File: src/egress_pkg.sv
package egress_pkg;

    // Metadata word layout: [11] express, [10:0] frame length
    localparam int LEN_W       = 11;
    localparam int META_W      = 12;
    localparam int EXPRESS_BIT = 11;

    // Defaults for the egress cache
    localparam int DEF_DATA_W     = 8;
    localparam int DEF_PRI_NUM    = 8;
    localparam int DEF_DATA_DEPTH = 256;   // Bytes per priority
    localparam int DEF_META_DEPTH = 32;    // Frames per priority
    localparam int DEF_MAX_FRAME  = 64;    // Longest frame in words

endpackage
File: src/frame_sched.sv
module frame_sched #(
    parameter int PRI_NUM = egress_pkg::DEF_PRI_NUM
) (
    input  logic               i_clk,
    input  logic               i_rst,
    input  logic [PRI_NUM-1:0] i_frame_avail,
    input  logic               i_tx_done,
    output logic [PRI_NUM-1:0] o_grant,
    output logic               o_start
);

    logic [PRI_NUM-1:0] w_pick;
    logic [PRI_NUM-1:0] r_grant;
    logic               r_start;
    logic               r_busy;

    // Highest set bit wins
    always_comb begin
        w_pick = '0;
        for (int i = 0; i < PRI_NUM; i++) begin
            if (i_frame_avail[i]) begin
                w_pick    = '0;
                w_pick[i] = 1'b1;
            end
        end
    end

    always_ff @(posedge i_clk) begin
        if (i_rst) begin
            r_grant <= '0;
            r_start <= 1'b0;
            r_busy  <= 1'b0;
        end else begin
            r_start <= 1'b0;
            if (r_busy) begin
                if (i_tx_done) begin   // Frame finished, release lock
                    r_busy  <= 1'b0;
                    r_grant <= '0;
                end
            end else if (|i_frame_avail) begin
                r_grant <= w_pick;
                r_start <= 1'b1;
                r_busy  <= 1'b1;
            end
        end
    end

    assign o_grant = r_grant;
    assign o_start = r_start;

endmodule

File: config.mk
export PLATFORM = sky130hd
export DESIGN_NAME = frame_sched
export DESIGN_NICKNAME = d
export VERILOG_FILES = /design/src/egress_pkg.sv /design/src/frame_sched.sv
export SDC_FILE = /design/constraint.sdc
export NUM_CORES = 1
export LEC_CHECK = 0
export BUFFER_PORTS_ARGS = -buffer_cell sky130_fd_sc_hd__buf_4
export CAP_MARGIN = 30
export CORE_AREA = 3 3 40 42
export CTS_BUF_LIST = sky130_fd_sc_hd__clkbuf_2 sky130_fd_sc_hd__clkbuf_4 sky130_fd_sc_hd__clkbuf_8
export CTS_CLUSTER_DIAMETER = 150
export DETAILED_ROUTE_END_ITERATION = 10
export DIE_AREA = 0 0 43 45
export PLACE_DENSITY = 0.59
export SKIP_CTS_REPAIR_TIMING = 1
export SLEW_MARGIN = 20
export SYNTH_ARGS = -nofsm -noshare
export SYNTH_HDL_FRONTEND = slang
export SYNTH_SLANG_ARGS = --single-unit
export TNS_END_PERCENT = 20
File: constraint.sdc
create_clock -name i_clk -period 3 [get_ports i_clk]
set_input_delay 0.15 -clock i_clk [delete_from_list [all_inputs] [get_ports i_clk]]
set_output_delay 0.15 -clock i_clk [all_outputs]
set_load 0.005 [all_outputs]
==> flow_summary.json <==
{
  "outcome": "completed",
  "regArea_um2": 200,
  "synth_edf_count": 0,
  "grt.busiest_layer": "met2",
  "yosysMostFrequentCell": "dfxtp_1",
  "rsz0062_at_grt": "no",
  "rr_endpoint": "o_grant[1]$_SDFFE_PP0P_",
  "place.gp.congestion": 0.766,
  "cts_root_buffer": "clkbuf_4",
  "ios": 20,
  "fin_crit_sh_pct": 56.7,
  "tightest_slew_ps": 881,
  "setup.worst_path.class": "flip-flop to flip-flop",
  "r2r_cells": 3,
  "multiInputGateArea_um2": 245,
  "overflow": 0,
  "cts_buffers": 3,
  "reg2reg_slack_ps": 1300,
  "num_vias": 476,
  "hpwl_um": 835,
  "drt-total-wl_um": 1070,
  "fin_crit_ps": 1700,
  "clk_latency_ps": 260,
  "synth_area_leaders": "dfxtp_1 43%, nand4_1 6.7%, a21oi_1 5.4%",
  "critPathRequiredTime_ps": 3180,
  "ir_drop_mv": 0.222,
  "grtUsageTotal_pct": 12.2,
  "core-area_um2": 1280,
  "syn_avg_cell_area_um2": 9.10,
  "hold_path.class": "primary input to flip-flop",
  "r2r_start": "r_busy$_SDFF_PP0_",
  "placed_area_um2": 614,
  "startpoint_type": "flip-flop",
  "leakage_uw": 0.000256,
  "hold_viol_final": 0,
  "synth-async-reset-ratio_pct": 0,
  "synth_cells": 51,
  "antenna_cells": 0,
  "setup-violations-final": 0,
  "end_kind": "flip-flop",
  "grt_util_met1_pct": 14.6,
  "ys_seq_elements": 10,
  "grt.met3_usage_pct": 3.59,
  "area_delta_synth_final_pct": 40.2,
  "clk_pin_slew_ps": 70,
  "nets": 84,
  "htreeDepth": 1,
  "tritoncts": "yes",
  "synth_cell_type_count": 24,
  "antenna_found_initial": 0,
  "die_w_um": 43,
  "drv_slew": 0,
  "totalPowerFinal_uw": 295,
  "die_height_um": 45,
  "critPathSlowestCell": "nor4_2",
  "fin_tns_setup_ps": 0,
  "stdcell_area_um2": 651,
  "cts_buffer_depth": 2,
  "crit_start": "r_busy$_SDFF_PP0_",
  "die-area_um2": 1940,
  "cp_max_fo": 11,
  "synth_nets": 62,
  "cts_sinks": 10,
  "seq_area_frac_synth_pct": 43.1,
  "fmax_mhz": 587,
  "path_cells": "nor4_2 -> a31oi_1 -> o21ai_0",
  "worstPathArrival_ps": 1880,
  "syn_area_um2": 464,
  "grt_max_degree": 13,
  "yosysTopAreaCellShare_pct": 43.1,
  "drive_gt1_share_pct": 36.1,
  "wl_per_cell_um": 12.3,
  "grt_pass1_vias": 406,
  "rows": 13,
  "vias_per_cell": 5.47,
  "synth_top_cell_by_area": "dfxtp_1",
  "endpoint": "o_grant[1]$_SDFFE_PP0P_",
  "globalRouteMet2Util_pct": 20.4,
  "synth_common_cells": "10 x dfxtp_1, 5 x a21oi_1, 5 x nand4_1",
  "ys.flop_type": "dfxtp_1",
  "detail-route-antenna-nets": 0,
  "max-slew-margin-rel_pct": 40.8,
  "first_pass_iters": 4,
  "grt_pass1_wl_um": 1780,
  "fin_skew_ps": 5.53,
  "drt_iter0_markers": 5,
  "path_buf_inv": 0,
  "powerDensity_nw_per_um2": 453,
  "io_buffers": 19,
  "critPathTopFamily": "simple AND/OR/NAND/NOR gates",
  "ys_warn_count": 0,
  "path_depth": 3,
  "maxCapViolCount": 0,
  "cpPeakStageDelay_ps": 790,
  "drc": 0,
  "fillers": 130,
  "start_util_pct": 36.1
}
==> final cells by class <==
type                       instances  share of cell area (%)
clock buffer                       4                    5.58
inverter                           2                    1.15
multi-input combinational         37                    37.7
sequential                        10                    30.8
tap                               15                    2.88
timing repair buffer              19                    21.9
==> power breakdown <==
group          internal [uW]  total [uW]  switching [uW]
Combinational           19.1        37.1            18.0
Clock                   73.6         118            44.2
Sequential               137         140            3.26
Total                    229         295            65.4
==> registers in the layout (all words and copies together), names as in the netlist <==
signal / count
r_busy: 1
o_start: 1
o_grant: 8
==> cell families after synthesis <==
| kind of cell | count (synthesis) | synth area share [%] |
|---|---|---|
| AO/OA/AOI/OAI | 15 | 19.7 |
| AND/OR/NAND/NOR | 22 | 33.2 |
| flip-flops | 10 | 43.1 |
| buffers and inverters | 4 | 4.04 |
==> worst min path at each step <==
stage / from / slack [ps] / cells after the start / to
after floorplan: i_tx_done / 270 / 1 / r_busy$_SDFF_PP0_
after global placement: i_tx_done / 370 / 2 / r_busy$_SDFF_PP0_
after detailed placement: i_tx_done / 360 / 2 / r_busy$_SDFF_PP0_
after CTS: i_tx_done / 80 / 2 / r_busy$_SDFF_PP0_
after global routing: i_tx_done / 100 / 2 / r_busy$_SDFF_PP0_
final: i_tx_done / 90 / 2 / r_busy$_SDFF_PP0_
==> metal layers <==
metal,vias up,routed length (um),share of wire (%)
met5,-,0,0
met2,13,536,50
met3,2,73,6.8
li1,237,-,-
met1,224,441,41
met4,0,16,1.5
==> placed cells by master, fill, tap and decap left out <==
cell type	instances
a32oi_1	1
nor3_1	2
nand4b_1	1
clkbuf_4	3
buf_4	19
a211oi_1	1
and2b_1	1
nand3_1	1
a21oi_1	5
a31oi_1	1
o21ai_0	4
a22oi_1	2
a221oi_1	1
nor2_1	2
clkbuf_8	1
dfxtp_1	10
nor4_2	1
nor4_4	1
nand4_1	5
and2_2	1
inv_1	2
nor3b_1	1
nand2_1	1
nor2b_1	1
nand2b_1	4
==> through the flow <==
step	util [%]	setup WS [ps]	hold WS, ps	instances
6_report	50.6	1300	88.4	87
5_1_grt	50.6	1030	96.3	87
4_1_cts	50.6	1310	83.6	87
3_5_place_dp	47.8	1360	365	83
3_3_place_gp	47.8	1400	369	83
2_1_floorplan	-	1910	266	51
Power figures use the tool's default switching activity.
