**src/egress_pkg.sv**
```systemverilog
package egress_pkg;

    // Metadata word layout: [11] express, [10:0] frame length
    localparam int LEN_W       = 11;
    localparam int META_W      = 12;
    localparam int EXPRESS_BIT = 11;

    // Defaults for the egress cache
    localparam int DEF_DATA_W     = 8;
    localparam int DEF_PRI_NUM    = 8;
    localparam int DEF_DATA_DEPTH = 256;   // Bytes per priority
    localparam int DEF_META_DEPTH = 32;    // Frames per priority
    localparam int DEF_MAX_FRAME  = 64;    // Longest frame in words

endpackage
```
**src/pri_queue.sv**
```systemverilog
module pri_queue #(
    parameter int DATA_W     = egress_pkg::DEF_DATA_W,
    parameter int DATA_DEPTH = egress_pkg::DEF_DATA_DEPTH,
    parameter int META_DEPTH = egress_pkg::DEF_META_DEPTH,
    parameter int MAX_FRAME  = egress_pkg::DEF_MAX_FRAME
) (
    input  logic                      i_clk,
    input  logic                      i_rst,
    input  logic [DATA_W-1:0]         i_data,
    input  logic                      i_data_vld,
    input  logic [egress_pkg::META_W-1:0] i_meta,
    input  logic                      i_meta_vld,
    input  logic                      i_data_pop,
    input  logic                      i_meta_pop,
    output logic [DATA_W-1:0]         o_head_data,
    output logic [egress_pkg::META_W-1:0] o_head_meta,
    output logic                      o_frame_avail,
    output logic                      o_ready
);

    import egress_pkg::*;

    localparam int CNT_W = $clog2(DATA_DEPTH + 1);
    // Highest fill that still leaves room for a full frame plus slack
    localparam logic [CNT_W-1:0] READY_LEVEL = CNT_W'(DATA_DEPTH - MAX_FRAME - 2);

    logic [CNT_W-1:0] w_data_count;
    logic             w_meta_full;
    logic             w_meta_empty;
    logic             r_ready;

    sync_fifo #(
        .WIDTH (DATA_W),
        .DEPTH (DATA_DEPTH)
    ) u_data_fifo (
        .i_clk   (i_clk),
        .i_rst   (i_rst),
        .i_wr_en (i_data_vld),
        .i_din   (i_data),
        .i_rd_en (i_data_pop),
        .o_dout  (o_head_data),
        .o_full  (),
        .o_empty (),
        .o_count (w_data_count)
    );

    sync_fifo #(
        .WIDTH (META_W),
        .DEPTH (META_DEPTH)
    ) u_meta_fifo (
        .i_clk   (i_clk),
        .i_rst   (i_rst),
        .i_wr_en (i_meta_vld),
        .i_din   (i_meta),
        .i_rd_en (i_meta_pop),
        .o_dout  (o_head_meta),
        .o_full  (w_meta_full),
        .o_empty (w_meta_empty),
        .o_count ()
    );

    // Need room in both FIFOs before a new frame may start
    always_ff @(posedge i_clk) begin
        if (i_rst) begin
            r_ready <= 1'b0;
        end else begin
            r_ready <= (w_data_count <= READY_LEVEL) & ~w_meta_full;
        end
    end

    assign o_ready       = r_ready;
    assign o_frame_avail = ~w_meta_empty;   // Metadata present means whole frame stored

endmodule

```
**src/sync_fifo.sv**
```systemverilog
module sync_fifo #(
    parameter int WIDTH = 8,
    parameter int DEPTH = 16
) (
    input  logic                       i_clk,
    input  logic                       i_rst,
    input  logic                       i_wr_en,
    input  logic [WIDTH-1:0]           i_din,
    input  logic                       i_rd_en,
    output logic [WIDTH-1:0]           o_dout,
    output logic                       o_full,
    output logic                       o_empty,
    output logic [$clog2(DEPTH+1)-1:0] o_count
);

    localparam int AW = $clog2(DEPTH);
    localparam int CW = $clog2(DEPTH + 1);

    logic [WIDTH-1:0] mem [DEPTH];
    logic [AW-1:0]    r_wr_ptr;
    logic [AW-1:0]    r_rd_ptr;
    logic [CW-1:0]    r_count;
    logic             w_wr;
    logic             w_rd;

    assign o_full  = (r_count == CW'(DEPTH));
    assign o_empty = (r_count == '0);
    assign o_count = r_count;

    assign w_wr = i_wr_en & ~o_full;   // Drop writes when full
    assign w_rd = i_rd_en & ~o_empty;

    // Head word always on the output
    assign o_dout = mem[r_rd_ptr];

    always_ff @(posedge i_clk) begin
        if (w_wr) begin
            mem[r_wr_ptr] <= i_din;
        end
    end

    always_ff @(posedge i_clk) begin
        if (i_rst) begin
            r_wr_ptr <= '0;
            r_rd_ptr <= '0;
        end else begin
            if (w_wr) begin
                r_wr_ptr <= (r_wr_ptr == AW'(DEPTH - 1)) ? '0 : r_wr_ptr + 1'b1;
            end
            if (w_rd) begin
                r_rd_ptr <= (r_rd_ptr == AW'(DEPTH - 1)) ? '0 : r_rd_ptr + 1'b1;
            end
        end
    end

    always_ff @(posedge i_clk) begin
        if (i_rst) begin
            r_count <= '0;
        end else begin
            case ({w_wr, w_rd})
                2'b10:   r_count <= r_count + 1'b1;
                2'b01:   r_count <= r_count - 1'b1;
                default: r_count <= r_count;   // Both or neither
            endcase
        end
    end

endmodule

```
**config.mk**
```make
export PLATFORM = sky130hd
export DESIGN_NAME = pri_queue
export DESIGN_NICKNAME = d
export VERILOG_FILES = /design/src/egress_pkg.sv /design/src/pri_queue.sv /design/src/sync_fifo.sv
export SDC_FILE = /design/constraint.sdc
export NUM_CORES = 2
export LEC_CHECK = 0
export ABC_AREA = 1
export BUFFER_PORTS_ARGS = -buffer_cell sky130_fd_sc_hd__buf_2
export CELL_PAD_IN_SITES_DETAIL_PLACEMENT = 0
export CELL_PAD_IN_SITES_GLOBAL_PLACEMENT = 1
export CORE_MARGIN = 4
export CORE_UTILIZATION = 32
export CTS_CLUSTER_DIAMETER = 200
export CTS_CLUSTER_SIZE = 25
export DETAILED_ROUTE_END_ITERATION = 16
export GPL_TIMING_DRIVEN = 0
export PLACE_DENSITY_LB_ADDON = 0.1
export SETUP_SLACK_MARGIN = 0.05
export SYNTH_ARGS = -nofsm -noshare
export SYNTH_HDL_FRONTEND = slang
export SYNTH_HIERARCHICAL = 1
export SYNTH_SLANG_ARGS = --single-unit
```
**constraint.sdc**
```tcl
create_clock -name i_clk -period 2.6 [get_ports i_clk]
set_clock_uncertainty 0.2 [all_clocks]
set_input_delay 0.52 -clock i_clk [delete_from_list [all_inputs] [get_ports i_clk]]
set_output_delay 0.52 -clock i_clk [all_outputs]
set_load 0.01 [all_outputs]
```
==> impl.org <==
** Cells and area
- In the final layout, flip-flops and latches occupy approximately 74,000 um^2.
- Fill cell instance count of the final layout :: around 30,000
- Post-route non-filler standard cell count :: approximately 13,000
- Of the cells placed in the final design, the portion with a size suffix greater than 1 is 0.217.
- Compared with the post-synthesis result, the final layout area differs by 23.7%.
- After the last flow step, the layout net total stands at 9,275.
- Final core utilization :: 0.398
- In the final layout, the multi-input gates occupy approximately 30,000 um^2.

** Timing
- The number of endpoints with negative hold slack in the final report came to 0.
- Relative max-transition margin :: 0.129
- For the pin with the worst max-slew slack, the measured transition is between 1 and 1.5 ns.
- Tcrit/Tclk final :: 1.68
- Final critical-path setup slack :: -1.78 ns
- Setup repair after global routing could not meet its margin everywhere.
- Based on the critical path, the design can be clocked at up to approximately 0.23 GHz.
- The max-slew violation total from the final report came to 0.
- Minimum period implied by the final worst setup slack :: approximately 4.4 ns
- Setup violations remaining at the end of the flow were counted as 230.

** Power and ir drop
- The analysis attributes to cell leakage a power of 43.3 nW.
- Power Density :: 852 nW/um^2
- The worst-case IR drop observed on VDD is slightly below 0.7 mV.
- Post-route total power :: 107 mW

** Placement
- During placement, the flow inserted port buffers numbering between 40 and 50.
- Detailed placement finished with a half-perimeter wire length of roughly 310,000 um.
- Routability-driven placement finished with a final weighted congestion of a little over 0.9.
- Total placed cells including tap cells :: ~13,000

** Floorplan
- Placement row count :: 206
- The die covers between 300,000 and 400,000 um^2.
- For this configuration, the core starts out at a cell density of 0.322.
- The floorplan step set the die width to 571 um.
- The total area inside the core boundary comes to between 300,000 and 400,000 um^2.
- 48 I/O pins were placed.
- Die height :: 571 um

** Clock tree
- The number of clock buffers added by TritonCTS is ~110.
- Clock latency on the worst-skew pair, taken at its later pin, is about 0.93 ns.
- The H-tree was split into 3 levels.
- Root buf cell :: clkbuf_16
- The longest clock path from root to sink contains 4 buffers.
- Counting every sink on the clock net gives about 2,500.
- Clock-pin slew was measured on the worst setup and hold paths at 0.11 ns.
- TritonCTS built the clock tree.

** Worst setup path
- Capturing element type of the critical path :: output port
- The worst setup path is launched from a flop.
- The worst setup path is of the reg2out kind.
- The worst register-to-register path has a depth of 21.
- CP Max Fanout :: 11
- Critical path required time :: approximately 1.9 ns
- Data arrives at the worst endpoint at approximately 3.7 ns.

** Run
- The tool flagged a number of max-cap violations equal to 0.

** Logic synthesis
- Netlist area before placement :: just over 100,000 um^2
- Post-synthesis net count :: 8,693
- Cell count after synthesis :: ~8,600
- Mean Syn Cell Area :: ~12 um^2
- Synthesis Warnings :: 6

** Routing
- The first TritonRoute pass finished after 7 iterations.
- First-iteration detailed-routing DRC count :: 8,990
- For this run, design rule violations remaining after detail routing come to 0.
- The routed design has 466,000 um of wire.
- Vias per std cell :: 5.48
- Post-route ant nets :: 0
- After detailed routing, the average wire length per cell comes to around 35 um.
- Total via count after detailed routing :: about 74,000

** Run status
- The checks that failed: setup timing.
- The flow ran to the end, but the final reports show violations.

** Global route
- Global-route wire length before repair :: 610,000 um
- Vias in the first global route :: between 60,000 and 70,000
- Overflow left after global routing :: 0
- The number of antenna violations at the first check in global routing came to 24.
- Across every metal layer, demand over resource in global routing totals 0.274.
- Maximum number of pins on one net before global-route repair :: 139

** Hold path
- Along the worst hold path, the cell count comes to 1.
- The min-delay analysis places its worst path in the category in2reg.
-- final cells by class --
class,count,share of cell area
Clock inverter,4,0.000319
Sequential cell,2487,0.591
Clock buffer,147,0.0237
Multi-Input combinational cell,5493,0.235
Antenna cell,8,0.000160
Tap cell,4160,0.0415
Inverter,97,0.00347
Timing Repair Buffer,473,0.0551
Buffer,566,0.0491
-- per-stage QoR --
step | hold slack (ns) | worst slack, ns | setup TNS, ns | cell area [um^2]
CTS | 0.00149 | -1.81 | -49.10 | 121000
floorplan | 0.240 | 0.0412 | 0 | 101000
detailed placement | 0.259 | -2.50 | -3084.20 | 108000
finish | 0.0272 | -1.78 | -32.57 | 125000
global placement | 0.265 | -3.59 | -9807.48 | 107000
global route | 0.0155 | -1.75 | -56.43 | 125000
-- cells in the final DEF (no fill, tap or decap), drive strengths merged --
| cell type | count |
|---|---|
| buf | 850 |
| nand4 | 12 |
| diode | 8 |
| nor3b | 1 |
| xor2 | 13 |
| and3 | 2 |
| a31oi | 1 |
| o21bai | 2 |
| dlygate4sd3 | 15 |
| or3 | 2 |
| clkinv | 2 |
| dfxtp | 55 |
| nor4 | 1 |
| clkdlybuf4s15 | 5 |
| bufbuf | 2 |
| a31o | 1 |
| o31ai | 12 |
| nor2 | 347 |
| a221oi | 1 |
| nand2 | 2635 |
| nand3 | 2294 |
| edfxtp | 2432 |
| xnor2 | 7 |
| inv | 97 |
| clkbuf | 314 |
| a21oi | 107 |
| clkinvlp | 2 |
| o22ai | 2 |
| nor3 | 9 |
| ha | 18 |
| o21ai | 26 |
-- routing by layer --
| metal | vias up | global-route usage | routed length [um] |
|---|---|---|---|
| li1 | 31700 | - | - |
| met1 | 38100 | 0.379 | 196000 |
| met2 | 3171 | 0.435 | 212000 |
| met3 | 644 | 0.0417 | 35400 |
| met4 | 8 | 0.107 | 21700 |
| met5 | - | 0 | 49 |
-- critical path, cell delays in order (launching register included) --
cell             delay, ns
dfxtp_1               0.42
inv_2                 0.46
clkdlybuf4s15_2       0.65
nand3_1               0.30
nand3_2               0.20
nand3_2               0.18
nand2_1               0.14
nand2_1               0.07
nand2_2               0.13
buf_2                 0.16
-- registers in the layout, summed over array words and instances (netlist names), named ones only --
register / count
u_meta_fifo/r_wr_ptr: 5
u_data_fifo/r_wr_ptr: 8
u_data_fifo/o_count: 9
u_data_fifo/r_rd_ptr: 8
u_data_fifo/mem: 2048
u_meta_fifo/r_rd_ptr: 5
o_ready: 1
u_meta_fifo/mem: 384
u_meta_fifo/o_count: 6
-- path summary, 6_finish.rpt --
path                                        startpoint                                   to  slack (ns)
setup / recovery                                  flop                       o_head_data[3]       -1.78
hold reg to reg   u_data_fifo/r_rd_ptr[7]$_SDFFE_PP0N_                                 flop        0.26
setup reg to reg   u_data_fifo/o_count[5]$_SDFFE_PP0P_  u_data_fifo/o_count[6]$_SDFFE_PP0P_       -0.17
hold / removal                              i_meta[11]     u_meta_fifo/mem[2][11]$_DFFE_PP_        0.03
-- power breakdown --
group / leakage, nW / switching (mW) / internal [mW]
combinational: 19.5 / 28.5 / 12.7
clock: 1.46 / 13.0 / 8.08
sequential: 22.3 / 0.212 / 44.3
-- what timing repair did --
action / CTS / global route
gates cloned: 8 / 32
setup endpoints to repair: 2449 / 1482
hold buffers: 15 / 0
hold endpoints to repair: 397 / 0
pin swaps: 196 / 204
gates resized for setup: 1862 / 659
buffers inserted: 252 / 92
Note: power is estimated with default switching activity, not from simulation.
