`src/egress_pkg.sv`:
```
package egress_pkg;

    // Metadata word layout: [11] express, [10:0] frame length
    localparam int LEN_W       = 11;
    localparam int META_W      = 12;
    localparam int EXPRESS_BIT = 11;

    // Defaults for the egress cache
    localparam int DEF_DATA_W     = 8;
    localparam int DEF_PRI_NUM    = 8;
    localparam int DEF_DATA_DEPTH = 256;   // Bytes per priority
    localparam int DEF_META_DEPTH = 32;    // Frames per priority
    localparam int DEF_MAX_FRAME  = 64;    // Longest frame in words

endpackage
```
`src/frame_tx.sv`:
```
module frame_tx #(
    parameter int DATA_W  = egress_pkg::DEF_DATA_W,
    parameter int PRI_NUM = egress_pkg::DEF_PRI_NUM
) (
    input  logic                                      i_clk,
    input  logic                                      i_rst,
    input  logic                                      i_start,
    input  logic [PRI_NUM-1:0]                        i_grant,
    input  logic [PRI_NUM-1:0][egress_pkg::META_W-1:0] i_head_meta,
    input  logic [PRI_NUM-1:0][DATA_W-1:0]            i_head_data,
    output logic [PRI_NUM-1:0]                        o_meta_pop,
    output logic [PRI_NUM-1:0]                        o_data_pop,
    output logic                                      o_done,
    output logic [DATA_W-1:0]                         o_emac_tx_data,
    output logic                                      o_emac_tx_valid,
    output logic                                      o_emac_tx_last,
    input  logic                                      i_emac_tx_ready,
    output logic [DATA_W-1:0]                         o_pmac_tx_data,
    output logic                                      o_pmac_tx_valid,
    output logic                                      o_pmac_tx_last,
    input  logic                                      i_pmac_tx_ready
);

    import egress_pkg::*;

    logic [META_W-1:0] w_sel_meta;
    logic [DATA_W-1:0] w_sel_data;
    logic [LEN_W-1:0]  w_len;
    logic              w_ready;
    logic              w_fire;
    logic              w_next;

    logic [DATA_W-1:0] r_data;
    logic              r_valid;
    logic              r_last;
    logic              r_express;
    logic [LEN_W-1:0]  r_remain;   // Bytes still in the data FIFO

    always_comb begin
        w_sel_meta = '0;
        w_sel_data = '0;
        for (int p = 0; p < PRI_NUM; p++) begin
            if (i_grant[p]) begin
                w_sel_meta = i_head_meta[p];
                w_sel_data = i_head_data[p];
            end
        end
    end

    assign w_len   = w_sel_meta[LEN_W-1:0];
    assign w_ready = r_express ? i_emac_tx_ready : i_pmac_tx_ready;
    assign w_fire  = r_valid & w_ready;
    // Load first byte on start, then one per accepted byte
    assign w_next  = i_start | (w_fire & (r_remain != '0));

    assign o_meta_pop = {PRI_NUM{i_start}} & i_grant;
    assign o_data_pop = {PRI_NUM{w_next}} & i_grant;
    assign o_done     = w_fire & r_last;

    always_ff @(posedge i_clk) begin
        if (w_next) begin
            r_data <= w_sel_data;
        end
    end

    always_ff @(posedge i_clk) begin
        if (i_rst) begin
            r_valid   <= 1'b0;
            r_last    <= 1'b0;
            r_express <= 1'b0;
            r_remain  <= '0;
        end else if (i_start) begin
            r_valid   <= 1'b1;
            r_last    <= (w_len == LEN_W'(1));
            r_express <= w_sel_meta[EXPRESS_BIT];
            r_remain  <= w_len - 1'b1;
        end else if (w_next) begin
            r_last   <= (r_remain == LEN_W'(1));
            r_remain <= r_remain - 1'b1;
        end else if (w_fire) begin
            r_valid <= 1'b0;   // Final byte gone
            r_last  <= 1'b0;
        end
    end

    // Channel steered by the express flag
    assign o_emac_tx_data  = r_data;
    assign o_emac_tx_valid = r_valid & r_express;
    assign o_emac_tx_last  = r_last & r_express;
    assign o_pmac_tx_data  = r_data;
    assign o_pmac_tx_valid = r_valid & ~r_express;
    assign o_pmac_tx_last  = r_last & ~r_express;

endmodule

```
`config.mk`:
```
export PLATFORM = sky130hd
export DESIGN_NAME = frame_tx
export DESIGN_NICKNAME = d
export VERILOG_FILES = /design/src/egress_pkg.sv /design/src/frame_tx.sv
export SDC_FILE = /design/constraint.sdc
export NUM_CORES = 1
export LEC_CHECK = 0
export BUFFER_PORTS_ARGS = -buffer_cell sky130_fd_sc_hd__buf_4
export CELL_PAD_IN_SITES_DETAIL_PLACEMENT = 2
export CELL_PAD_IN_SITES_GLOBAL_PLACEMENT = 2
export CORE_UTILIZATION = 21
export DETAILED_ROUTE_END_ITERATION = 12
export GPL_TIMING_DRIVEN = 1
export PLACE_DENSITY = 0.83
export SLEW_MARGIN = 10
export SYNTH_ARGS = -nofsm -noshare
export SYNTH_HDL_FRONTEND = slang
export SYNTH_SLANG_ARGS = --single-unit
```
`constraint.sdc`:
```
create_clock -name i_clk -period 3.86 [get_ports i_clk]
set_input_delay 0.193 -clock i_clk [delete_from_list [all_inputs] [get_ports i_clk]]
set_output_delay 0.193 -clock i_clk [all_outputs]
set_load 0.005 [all_outputs]
```
==> results of run 1 <==
[worst max-delay path, delay by kind of cell (launching register included)]
| kind | cells | cell delay [ps] |
|---|---|---|
| buffers and inverters | 2 | 400 |
| flip-flops | 1 | 340 |
| AO/OA/AOI/OAI | 1 | 300 |
| AND/OR/NAND/NOR | 4 | 1530 |
[cells by family (layout without fill, tap and decap cells)]
logic type,count (synthesis),after routing
compound gates,148,148
xor+xnor,12,12
fa+ha+maj,4,4
buf+inv,54,234
flops,22,22
mux,3,3
simple gates,146,146
[power breakdown]
group          switching (µW)  internal, µW  leakage (µW)
clock                    88.3           138     0.0000385
combinational             235           242       0.00175
sequential               21.8           265      0.000195
[area by class of cell]
| class | instances | area, µm² |
|---|---|---|
| Clock buffer | 3 | 75.1 |
| Clock inverter | 1 | 3.75 |
| Fill cell | 1540 | 8270 |
| Inverter | 18 | 67.6 |
| Multi-Input combinational cell | 313 | 1980 |
| Sequential cell | 22 | 520 |
| Tap cell | 172 | 215 |
| Timing Repair Buffer | 212 | 1590 |
[synth_stat cells, types with 5 or more instances]
cell	number
a211oi_1	9
a21oi_1	41
a221o_1	7
a221oi_1	16
and2_1	8
buf_2	5
buf_4	9
clkbuf_1	16
dfxtp_1	14
edfxtp_1	8
inv_1	14
nand2_1	32
nand3_1	6
nor2_1	49
nor2b_1	10
nor3_1	9
o21ai_0	9
o22ai_1	21
o31ai_1	9
xnor2_1	8
[worst min path at each step]
stage                     cells past startpoint                       end
after floorplan                               1  r_remain[8]$_SDFFE_PP0P_
after global placement                        2  r_remain[3]$_SDFFE_PP0P_
after detailed placement                      2  r_remain[6]$_SDFFE_PP0P_
after CTS                                     2  r_remain[6]$_SDFFE_PP0P_
after global routing                          2  r_remain[7]$_SDFFE_PP0P_
final                                         2  r_remain[6]$_SDFFE_PP0P_
[per-stage QoR]
stage                      util  hold WS, ps  power, µW  instance area (µm²)  std cells
after floorplan               -          262        515                 2760        389
after detailed placement  0.344          502        770                 4370        737
after CTS                 0.350          229        997                 4450        741
final                     0.350          231        991                 4450        741
after global routing      0.350          240       1050                 4450        741
after global placement    0.344          479        752                 4370        737
[state kept, by name, indices dropped and copies added, names as in the netlist]
signal,cells
r_express,1
o_emac_tx_data,8
r_last,1
r_remain,11
r_valid,1
[routing by layer]
layer | share of wire | GRT usage | routed length, µm
met5 | 0 | 0 | 0
met4 | 0.025 | 0.0650 | 386
met3 | 0.078 | 0.0420 | 1190
met2 | 0.50 | 0.413 | 7540
met1 | 0.40 | 0.248 | 6080
==> out/qor.csv, run 1 <==
metric,value,unit
finalHoldViolCount,0,
fmaxAchievable,330,MHz
maxCapViolCount,0,
synth_top_area_share,0.102,
crit_path_end,o_data_pop[4],
drt_iter0_drc,138,
grt_max_degree,43,
syn_nets,566,
drive_above_1_share,0.406,
ios,210,
fin_ws,831,ps
critPathKind,reg -> out,
antenna_left,0,
synth-simple-area-share,0.269,
h-tree-depth,1,
insertion_delay,250,ps
layout_common_cells,"212 x buf_4, 49 x nor2_1, 41 x a21oi_1",
crit_start,r_remain[5]$_SDFFE_PP0P_,
reg2reg_from,r_remain[5]$_SDFFE_PP0P_,
cts_buffers,3,
synth-seq-cells,22,
synth-seq-area-share,0.189,
cts-hold-fix-buffers,0,
hp-class,in -> reg,
setup_viol,0,
maxSlewViolCount,0,
cts_tree,yes,
clock_sinks,22,
p_per_area,223,mW/mm²
dieArea,0.0136,mm²
grt_pass1_wl,22800,µm
r2r_cells,6,
synthXorXnorAreaFrac,0.0381,
synth-adder-area-share,0.0182,
slowest_stage,or4_1,
track_usage,0.219,
cp_cell_sequence,or4_1 -> nor4_2 -> a31oi_1 -> nor2_1 -> buf_4 -> nor2_1 -> buf_4,
avgSynthCellArea,7.09,µm²
ir_drop,0.139,mV
synth_largest_area_cell,dfxtp_1,
synth_edf_count,8,
critPathCaptureType,output pin,
skew,1.74,ps
yosysUniqueCellTypes,63,
finalCritPeriodShare,0.785,
synthCells,389,
cts_setup_buffers,0,
yosys_most_used_dff,dfxtp_1,
tns,0,ps
path_clk_slew,60,ps
synthMuxAreaShare,0.0113,
synth_compound_area_frac,0.381,
synthArstFlopShare,0,
core_area,0.0127,mm²
gp_congestion,0.827,
initial_core_util,0.217,
hpwl,12800,µm
tightestPinTransition,763,ps
die_h,117,µm
min_from,i_rst,
post_drt_via_cell_ratio,5.19,
synth_area,0.00276,mm²
dr_total_vias,3845,
r2r_end,o_emac_tx_data[3]$_DFFE_PN_,
cp.arrival,2840,ps
cp-start-kind,flip-flop,
synth_top_family_by_area,compound AO/OA/AOI/OAI gates,
row_count,41,
grt_remaining_overflow,0,
first_pass_iters,4,
diodes,0,
die_width,117,µm
rsz0062_at_grt,no,
area_growth,61.5,%
wire_per_inst,20.5,µm
reg2reg_slack,1040,ps
slew_headroom,0.487,
cts_resized,0,
slowest_delay,620,ps
root_buffer,clkbuf_16,
antenna_found_initial,0,
dp_slack,1040,ps
status,"finished, final reports clean",
routed_wl,15200,µm
io_buffer_count,209,
critPathRequiredTime,3670,ps
yosys_warnings,0,
clock_path_buffers,2,
synthTopCellsByArea,"dfxtp_1 10%, edfxtp_1 8.7%, a21oi_1 7.4%",
grt_pass1_vias,4186,
fin_crit,3030,ps
layout_commonest_cell,buf_4,
fin_nets,747,
p_leak,0.00199,µW
drc,0,
worstPathMaxFanout,5,
No activity file was read; power rests on OpenSTA's default activity.
==> run 2: changes to the inputs <==
--- a/config.mk
+++ b/config.mk
@@ -8,10 +8,10 @@
 export BUFFER_PORTS_ARGS = -buffer_cell sky130_fd_sc_hd__buf_4
 export CELL_PAD_IN_SITES_DETAIL_PLACEMENT = 2
 export CELL_PAD_IN_SITES_GLOBAL_PLACEMENT = 2
-export CORE_UTILIZATION = 21
+export CORE_UTILIZATION = 19
 export DETAILED_ROUTE_END_ITERATION = 12
 export GPL_TIMING_DRIVEN = 1
-export PLACE_DENSITY = 0.83
+export PLACE_DENSITY = 0.76
 export SLEW_MARGIN = 10
 export SYNTH_ARGS = -nofsm -noshare
 export SYNTH_HDL_FRONTEND = slang
==> constraint.sdc (replaced) <==
create_clock -name i_clk -period 2.95 [get_ports i_clk]
set_input_delay 0.1475 -clock i_clk [delete_from_list [all_inputs] [get_ports i_clk]]
set_output_delay 0.1475 -clock i_clk [all_outputs]
set_load 0.005 [all_outputs]
==> run 2 against run 1 <==
Compared with the run above:
- combinational power rose by 34%
- non-clock buffer count rose by 9
- total power rose by 32%
- sequential cell count did not move
- register-to-register slack got worse by 560 ps
- cell count rose by 2.3%
- worst setup slack got worse by 480 ps
- die area rose by 10%
- critical path type unchanged
- largest cell class unchanged
- highest routed layer unchanged
==> out/qor.csv, run 2 (synthesis gave the netlist of run 1 again) <==
metric,value,unit,change
status,"finished, final reports clean",,unchanged
hp-class,in -> reg,,unchanged
cts_resized,0,,unchanged
cts-hold-fix-buffers,0,,unchanged
insertion_delay,260,ps,was 250 ps
drc,0,,unchanged
min_from,i_rst,,unchanged
wire_per_inst,20.5,µm,about the same
seq_area,520,µm²,unchanged
ir_drop,0.162,mV,was 0.139 mV
critPathRequiredTime,2800,ps,was 3670 ps
regMostFlops,r_remain,,unchanged
p_per_area,289,mW/mm²,was 223 mW/mm²
finalCritPeriodShare,0.882,,
fin_crit,2600,ps,
cts_setup_buffers,0,,unchanged
tns,0,ps,unchanged
die_h,122,µm,was 117 µm
drive_above_1_share,0.415,,was 0.406
worstPathMaxFanout,6,,was 5
cts_buffers,3,,unchanged
dieArea,0.0150,mm²,was 0.0136 mm²
fin_nets,756,,was 747
antenna_found_initial,0,,unchanged
initial_core_util,0.196,,was 0.217
layout_common_cells,"221 x buf_4, 49 x nor2_1, 41 x a21oi_1",,"was 212 x buf_4, 49 x nor2_1, 41 x a21oi_1"
die_width,122,µm,was 117 µm
hpwl,13100,µm,was 12800 µm
io_buffer_count,209,,unchanged
grt_pass1_vias,4324,,was 4186
holdPathStages,2,,unchanged
cp.arrival,2450,ps,was 2840 ps
r2r_cells,7,,was 6
maxSlewViolCount,0,,unchanged
multi_input_area,0.00198,mm²,unchanged
h-tree-depth,1,,unchanged
layout_commonest_cell,buf_4,,unchanged
nFillCells,1633,,was 1540
clock_sinks,22,,unchanged
grt_pass1_wl,23500,µm,was 22800 µm
p_leak,0.00203,µW,was 0.00199 µW
finalHoldViolCount,0,,unchanged
row_count,43,,was 41
setup_viol,0,,unchanged
antenna_left,0,,unchanged
fmaxAchievable,384,MHz,
first_pass_iters,4,,unchanged
grt_max_degree,30,,was 43
cts_tree,yes,,unchanged
maxCapViolCount,0,,unchanged
gp_congestion,0.835,,was 0.827
holdWs,193,ps,was 231 ps
dr_total_vias,3906,,was 3845
slowest_delay,630,ps,was 620 ps
ios,210,,unchanged
track_usage,0.204,,was 0.219
largest_reg_flops,11,,unchanged
root_buffer,clkbuf_16,,unchanged
grt_remaining_overflow,0,,unchanged
cp_cell_sequence,or4_1 -> nor4_2 -> a31oi_1 -> nor2_1 -> buf_4 -> nor2b_1 -> buf_4,,was or4_1 -> nor4_2 -> a31oi_1 -> nor2_1 -> buf_4 -> nor2_1 -> buf_4
diodes,0,,unchanged
rsz0062_at_grt,no,,unchanged
reg2reg_from,r_remain[5]$_SDFFE_PP0P_,,unchanged
slowest_stage,or4_1,,unchanged
core_area,0.0140,mm²,was 0.0127 mm²
clock_path_buffers,2,,unchanged
post_drt_via_cell_ratio,5.15,,was 5.19
cp-start-kind,flip-flop,,unchanged
drt_iter0_drc,207,,was 138
area_growth,64.3,%,was 61.5%
tightestPinTransition,670,ps,was 763 ps
critPathCaptureType,output pin,,unchanged
slew_headroom,0.554,,was 0.487
path_clk_slew,60,ps,about the same
cpMostUsedCell,buf_4,,
critPathKind,reg -> out,,unchanged
routed_wl,15500,µm,was 15200 µm
crit_start,r_remain[5]$_SDFFE_PP0P_,,unchanged
skew,1.72,ps,was 1.74 ps
## run 2: cell types whose count changed in the layout (fill, tap and decap cells not counted)
| cell | change |
|---|---|
| clkinv_1 | -1 |
| clkbuf_1 | +1 |
| buf_4 | +9 |
## run 2: final cells by class
class                           instances  share of cell area
Timing Repair Buffer                  221               0.366
Multi-Input combinational cell        313               0.437
Clock buffer                            4              0.0174
Tap cell                              180              0.0497
Sequential cell                        22               0.115
Inverter                               18              0.0149
## run 2: per-layer routing
layer | up-vias | GRT usage | part of all wire
li1 | 1839 | - | -
met1 | 1882 | 0.237 | 0.40
met2 | 165 | 0.385 | 0.51
met3 | 20 | 0.0358 | 0.070
met4 | 0 | 0.0450 | 0.018
met5 | - | 0 | 0
## run 2: worst max-delay path: cells and delay by family, from the launching register on
| kind | cells | cell delay (ps) |
|---|---|---|
| simple gates | 4 | 1230 |
| buf+inv | 2 | 350 |
| flops | 1 | 340 |
| compound gates | 1 | 260 |
## run 2: per-stage QoR
step | worst slack (ps) | power [µW] | utilization | cells | instance area, µm²
floorplan | 607 | 674 | - | 389 | 2760
global placement | 476 | 1000 | 0.317 | 754 | 4450
detailed placement | 373 | 1020 | 0.317 | 754 | 4450
CTS | 309 | 1330 | 0.323 | 758 | 4530
global route | 230 | 1390 | 0.323 | 758 | 4530
finish | 349 | 1310 | 0.323 | 758 | 4530
## run 2: worst paths after layout
check	slack [ps]	end
setup / recovery	350	o_data_pop[5]
setup reg to reg	480	r_remain[9]$_SDFFE_PP0P_
hold / removal	190	r_remain[6]$_SDFFE_PP0P_
hold reg to reg	530	r_remain[3]$_SDFFE_PP0P_
## run 2: report_power, final
part	leakage (µW)	total (µW)	internal [µW]	switching (µW)
clock	0.0000382	297	185	113
sequential	0.000195	374	347	26.8
combinational	0.00180	639	327	312
total	0.00203	1310	859	451
==> run 3: changes to the inputs <==
--- a/config.mk
+++ b/config.mk
@@ -11,7 +11,7 @@
 export CORE_UTILIZATION = 19
 export DETAILED_ROUTE_END_ITERATION = 12
 export GPL_TIMING_DRIVEN = 1
-export PLACE_DENSITY = 0.76
+export PLACE_DENSITY_LB_ADDON = 0.1
 export SLEW_MARGIN = 10
 export SYNTH_ARGS = -nofsm -noshare
 export SYNTH_HDL_FRONTEND = slang
==> run 3 against run 2 <==
Compared with the run above:
- utilization fell by 0.16 points
- critical path depth did not move
- first-iteration DRC count fell by 61%
- via count fell by 4.2%
- design area fell by 0.50%
- clock-buffer cell count did not move
- clock skew rose by 3.0 ps
- sequential power barely moved
- worst hold slack got worse by 3.3 ps
- non-clock buffer count fell by 3
- largest cell class unchanged
==> out/qor.csv, run 3 (synthesis gave the netlist of run 1 again) <==
metric,value,unit,change
drt_iter0_drc,81,,was 207
critPathRequiredTime,2800,ps,about the same
tns,0,ps,unchanged
nFillCells,1676,,was 1633
crit_path_end,o_data_pop[5],,unchanged
root_buffer,clkbuf_16,,unchanged
finalHoldViolCount,0,,unchanged
slew_headroom,0.574,,was 0.554
hpwl,13000,µm,was 13100 µm
worst-path-buf-inv,2,,unchanged
intPower,856,µW,was 859 µW
core_area,0.0140,mm²,unchanged
fin_crit,2500,ps,was 2600 ps
io_buffer_count,209,,unchanged
clock_path_buffers,2,,unchanged
setup_viol,0,,unchanged
pwr-share-seq,0.290,,was 0.285
dr_total_vias,3743,,was 3906
r2r_end,r_remain[9]$_SDFFE_PP0P_,,unchanged
layout_commonest_cell,buf_4,,unchanged
post_drt_via_cell_ratio,4.96,,was 5.15
grt_max_degree,43,,was 30
finalCritPeriodShare,0.848,,was 0.882
grt_remaining_overflow,0,,unchanged
netSwitchingFraction,0.336,,was 0.344
p_per_area,286,mW/mm²,was 289 mW/mm²
die_h,122,µm,unchanged
slowest_delay,630,ps,about the same
path_clk_slew,60,ps,about the same
drc,0,,unchanged
cpMostUsedCell,buf_4,,unchanged
ios,210,,unchanged
reg2reg_from,r_remain[5]$_SDFFE_PP0P_,,unchanged
drive_above_1_share,0.412,,was 0.415
h-tree-depth,1,,unchanged
grt_pass1_wl,22900,µm,was 23500 µm
regMostFlops,r_remain,,unchanged
critPathKind,reg -> out,,unchanged
antenna_found_initial,0,,unchanged
tightestPinTransition,639,ps,was 670 ps
stdcell_count,755,,was 758
rsz0062_at_grt,no,,unchanged
track_usage,0.200,,was 0.204
die_width,122,µm,unchanged
hp-class,in -> reg,,unchanged
crit_cells,7,,unchanged
wire_per_inst,20.0,µm,was 20.5 µm
gp_congestion,0.811,,was 0.835
status,"finished, final reports clean",,unchanged
crit_start,r_remain[5]$_SDFFE_PP0P_,,unchanged
cts_resized,0,,unchanged
holdPathStages,2,,unchanged
maxSlewViolCount,0,,unchanged
grt_busiest_layer,met2,,unchanged
grt_pass1_vias,4224,,was 4324
reg2reg_slack,490,ps,was 480 ps
skew,4.70,ps,was 1.72 ps
area_growth,63.5,%,was 64.3%
initial_core_util,0.196,,unchanged
power,1290,µW,was 1310 µW
cts_buffers,3,,unchanged
layout_common_cells,"218 x buf_4, 49 x nor2_1, 41 x a21oi_1",,"was 221 x buf_4, 49 x nor2_1, 41 x a21oi_1"
critPathCaptureType,output pin,,unchanged
dp.cells,751,,was 754
cp-start-kind,flip-flop,,unchanged
routed_wl,15100,µm,was 15500 µm
cts-hold-fix-buffers,0,,unchanged
worstPathMaxFanout,9,,was 6
ir_drop,0.173,mV,was 0.162 mV
row_count,43,,unchanged
cts_tree,yes,,unchanged
r2r_cells,7,,unchanged
grt_use_met1,0.244,,was 0.237
cts_setup_buffers,0,,unchanged
clock_sinks,22,,unchanged
cp.arrival,2350,ps,was 2450 ps
first_pass_iters,4,,unchanged
antenna_left,0,,unchanged
fin_nets,753,,was 756
netSwitchingPower,434,µW,was 451 µW
insertion_delay,250,ps,was 260 ps
power_frac_comb,0.488,,about the same
dieArea,0.0150,mm²,unchanged
use_met3,0.0488,,was 0.0358
diodes,0,,unchanged
maxCapViolCount,0,,unchanged
slowest_stage,or4_1,,unchanged
largest_reg_flops,11,,unchanged
p_leak,0.00201,µW,was 0.00203 µW
p_clk_frac,0.222,,was 0.227
cp_cell_sequence,or4_1 -> nor4_2 -> a31oi_1 -> nor2_1 -> buf_4 -> nor2b_1 -> buf_4,,unchanged
fmaxAchievable,400,MHz,was 384 MHz
crit_family,simple AND/OR/NAND/NOR gates,,unchanged
grt.met2_usage,0.353,,was 0.385
-- run 3: cell count changes in the layout (fill, tap and decap cells not counted), sizes merged --
| cell | delta |
|---|---|
| buf | -3 |
-- run 3: how the worst min path moves through the flow --
stage	to	startpoint	slack (ps)
CTS	r_remain[7]$_SDFFE_PP0P_	i_rst	190
floorplan	r_remain[8]$_SDFFE_PP0P_	i_rst	220
global route	r_remain[6]$_SDFFE_PP0P_	i_rst	210
finish	r_remain[7]$_SDFFE_PP0P_	i_rst	190
detailed placement	r_remain[6]$_SDFFE_PP0P_	i_rst	460
global placement	r_remain[6]$_SDFFE_PP0P_	i_rst	470
-- run 3: final cells by class --
type	instances	area, µm²	share of cell area
Multi-Input combinational cell	313	1980	0.439
Clock buffer	4	78.8	0.0175
Tap cell	180	225	0.0500
Inverter	18	67.6	0.0150
Sequential cell	22	520	0.115
Timing Repair Buffer	218	1640	0.363
-- run 3: per-stage QoR --
| stage | utilization | instance area [µm²] | setup slack (ps) | hold slack, ps |
|---|---|---|---|---|
| final | 0.321 | 4510 | 449 | 190 |
| after floorplan | - | 2760 | 607 | 216 |
| after CTS | 0.321 | 4510 | 442 | 194 |
| after global placement | 0.315 | 4430 | 360 | 470 |
| after global routing | 0.321 | 4510 | 299 | 213 |
| after detailed placement | 0.315 | 4430 | 220 | 463 |
-- run 3: layer usage --
| layer | part of all wire | routed length [µm] | vias up |
|---|---|---|---|
| met5 | 0 | 0 | - |
| met4 | 0.012 | 183 | 0 |
| met1 | 0.43 | 6440 | 1788 |
| met2 | 0.49 | 7460 | 108 |
| li1 | - | - | 1837 |
| met3 | 0.068 | 1040 | 10 |
-- run 3: power by group through the flow --
stage	clock [µW]	combinational (µW)	sequential [µW]
after floorplan	0	300	374
after global placement	0	625	380
after detailed placement	0	632	381
after CTS	296	636	375
after global routing	304	687	378
final	286	629	374
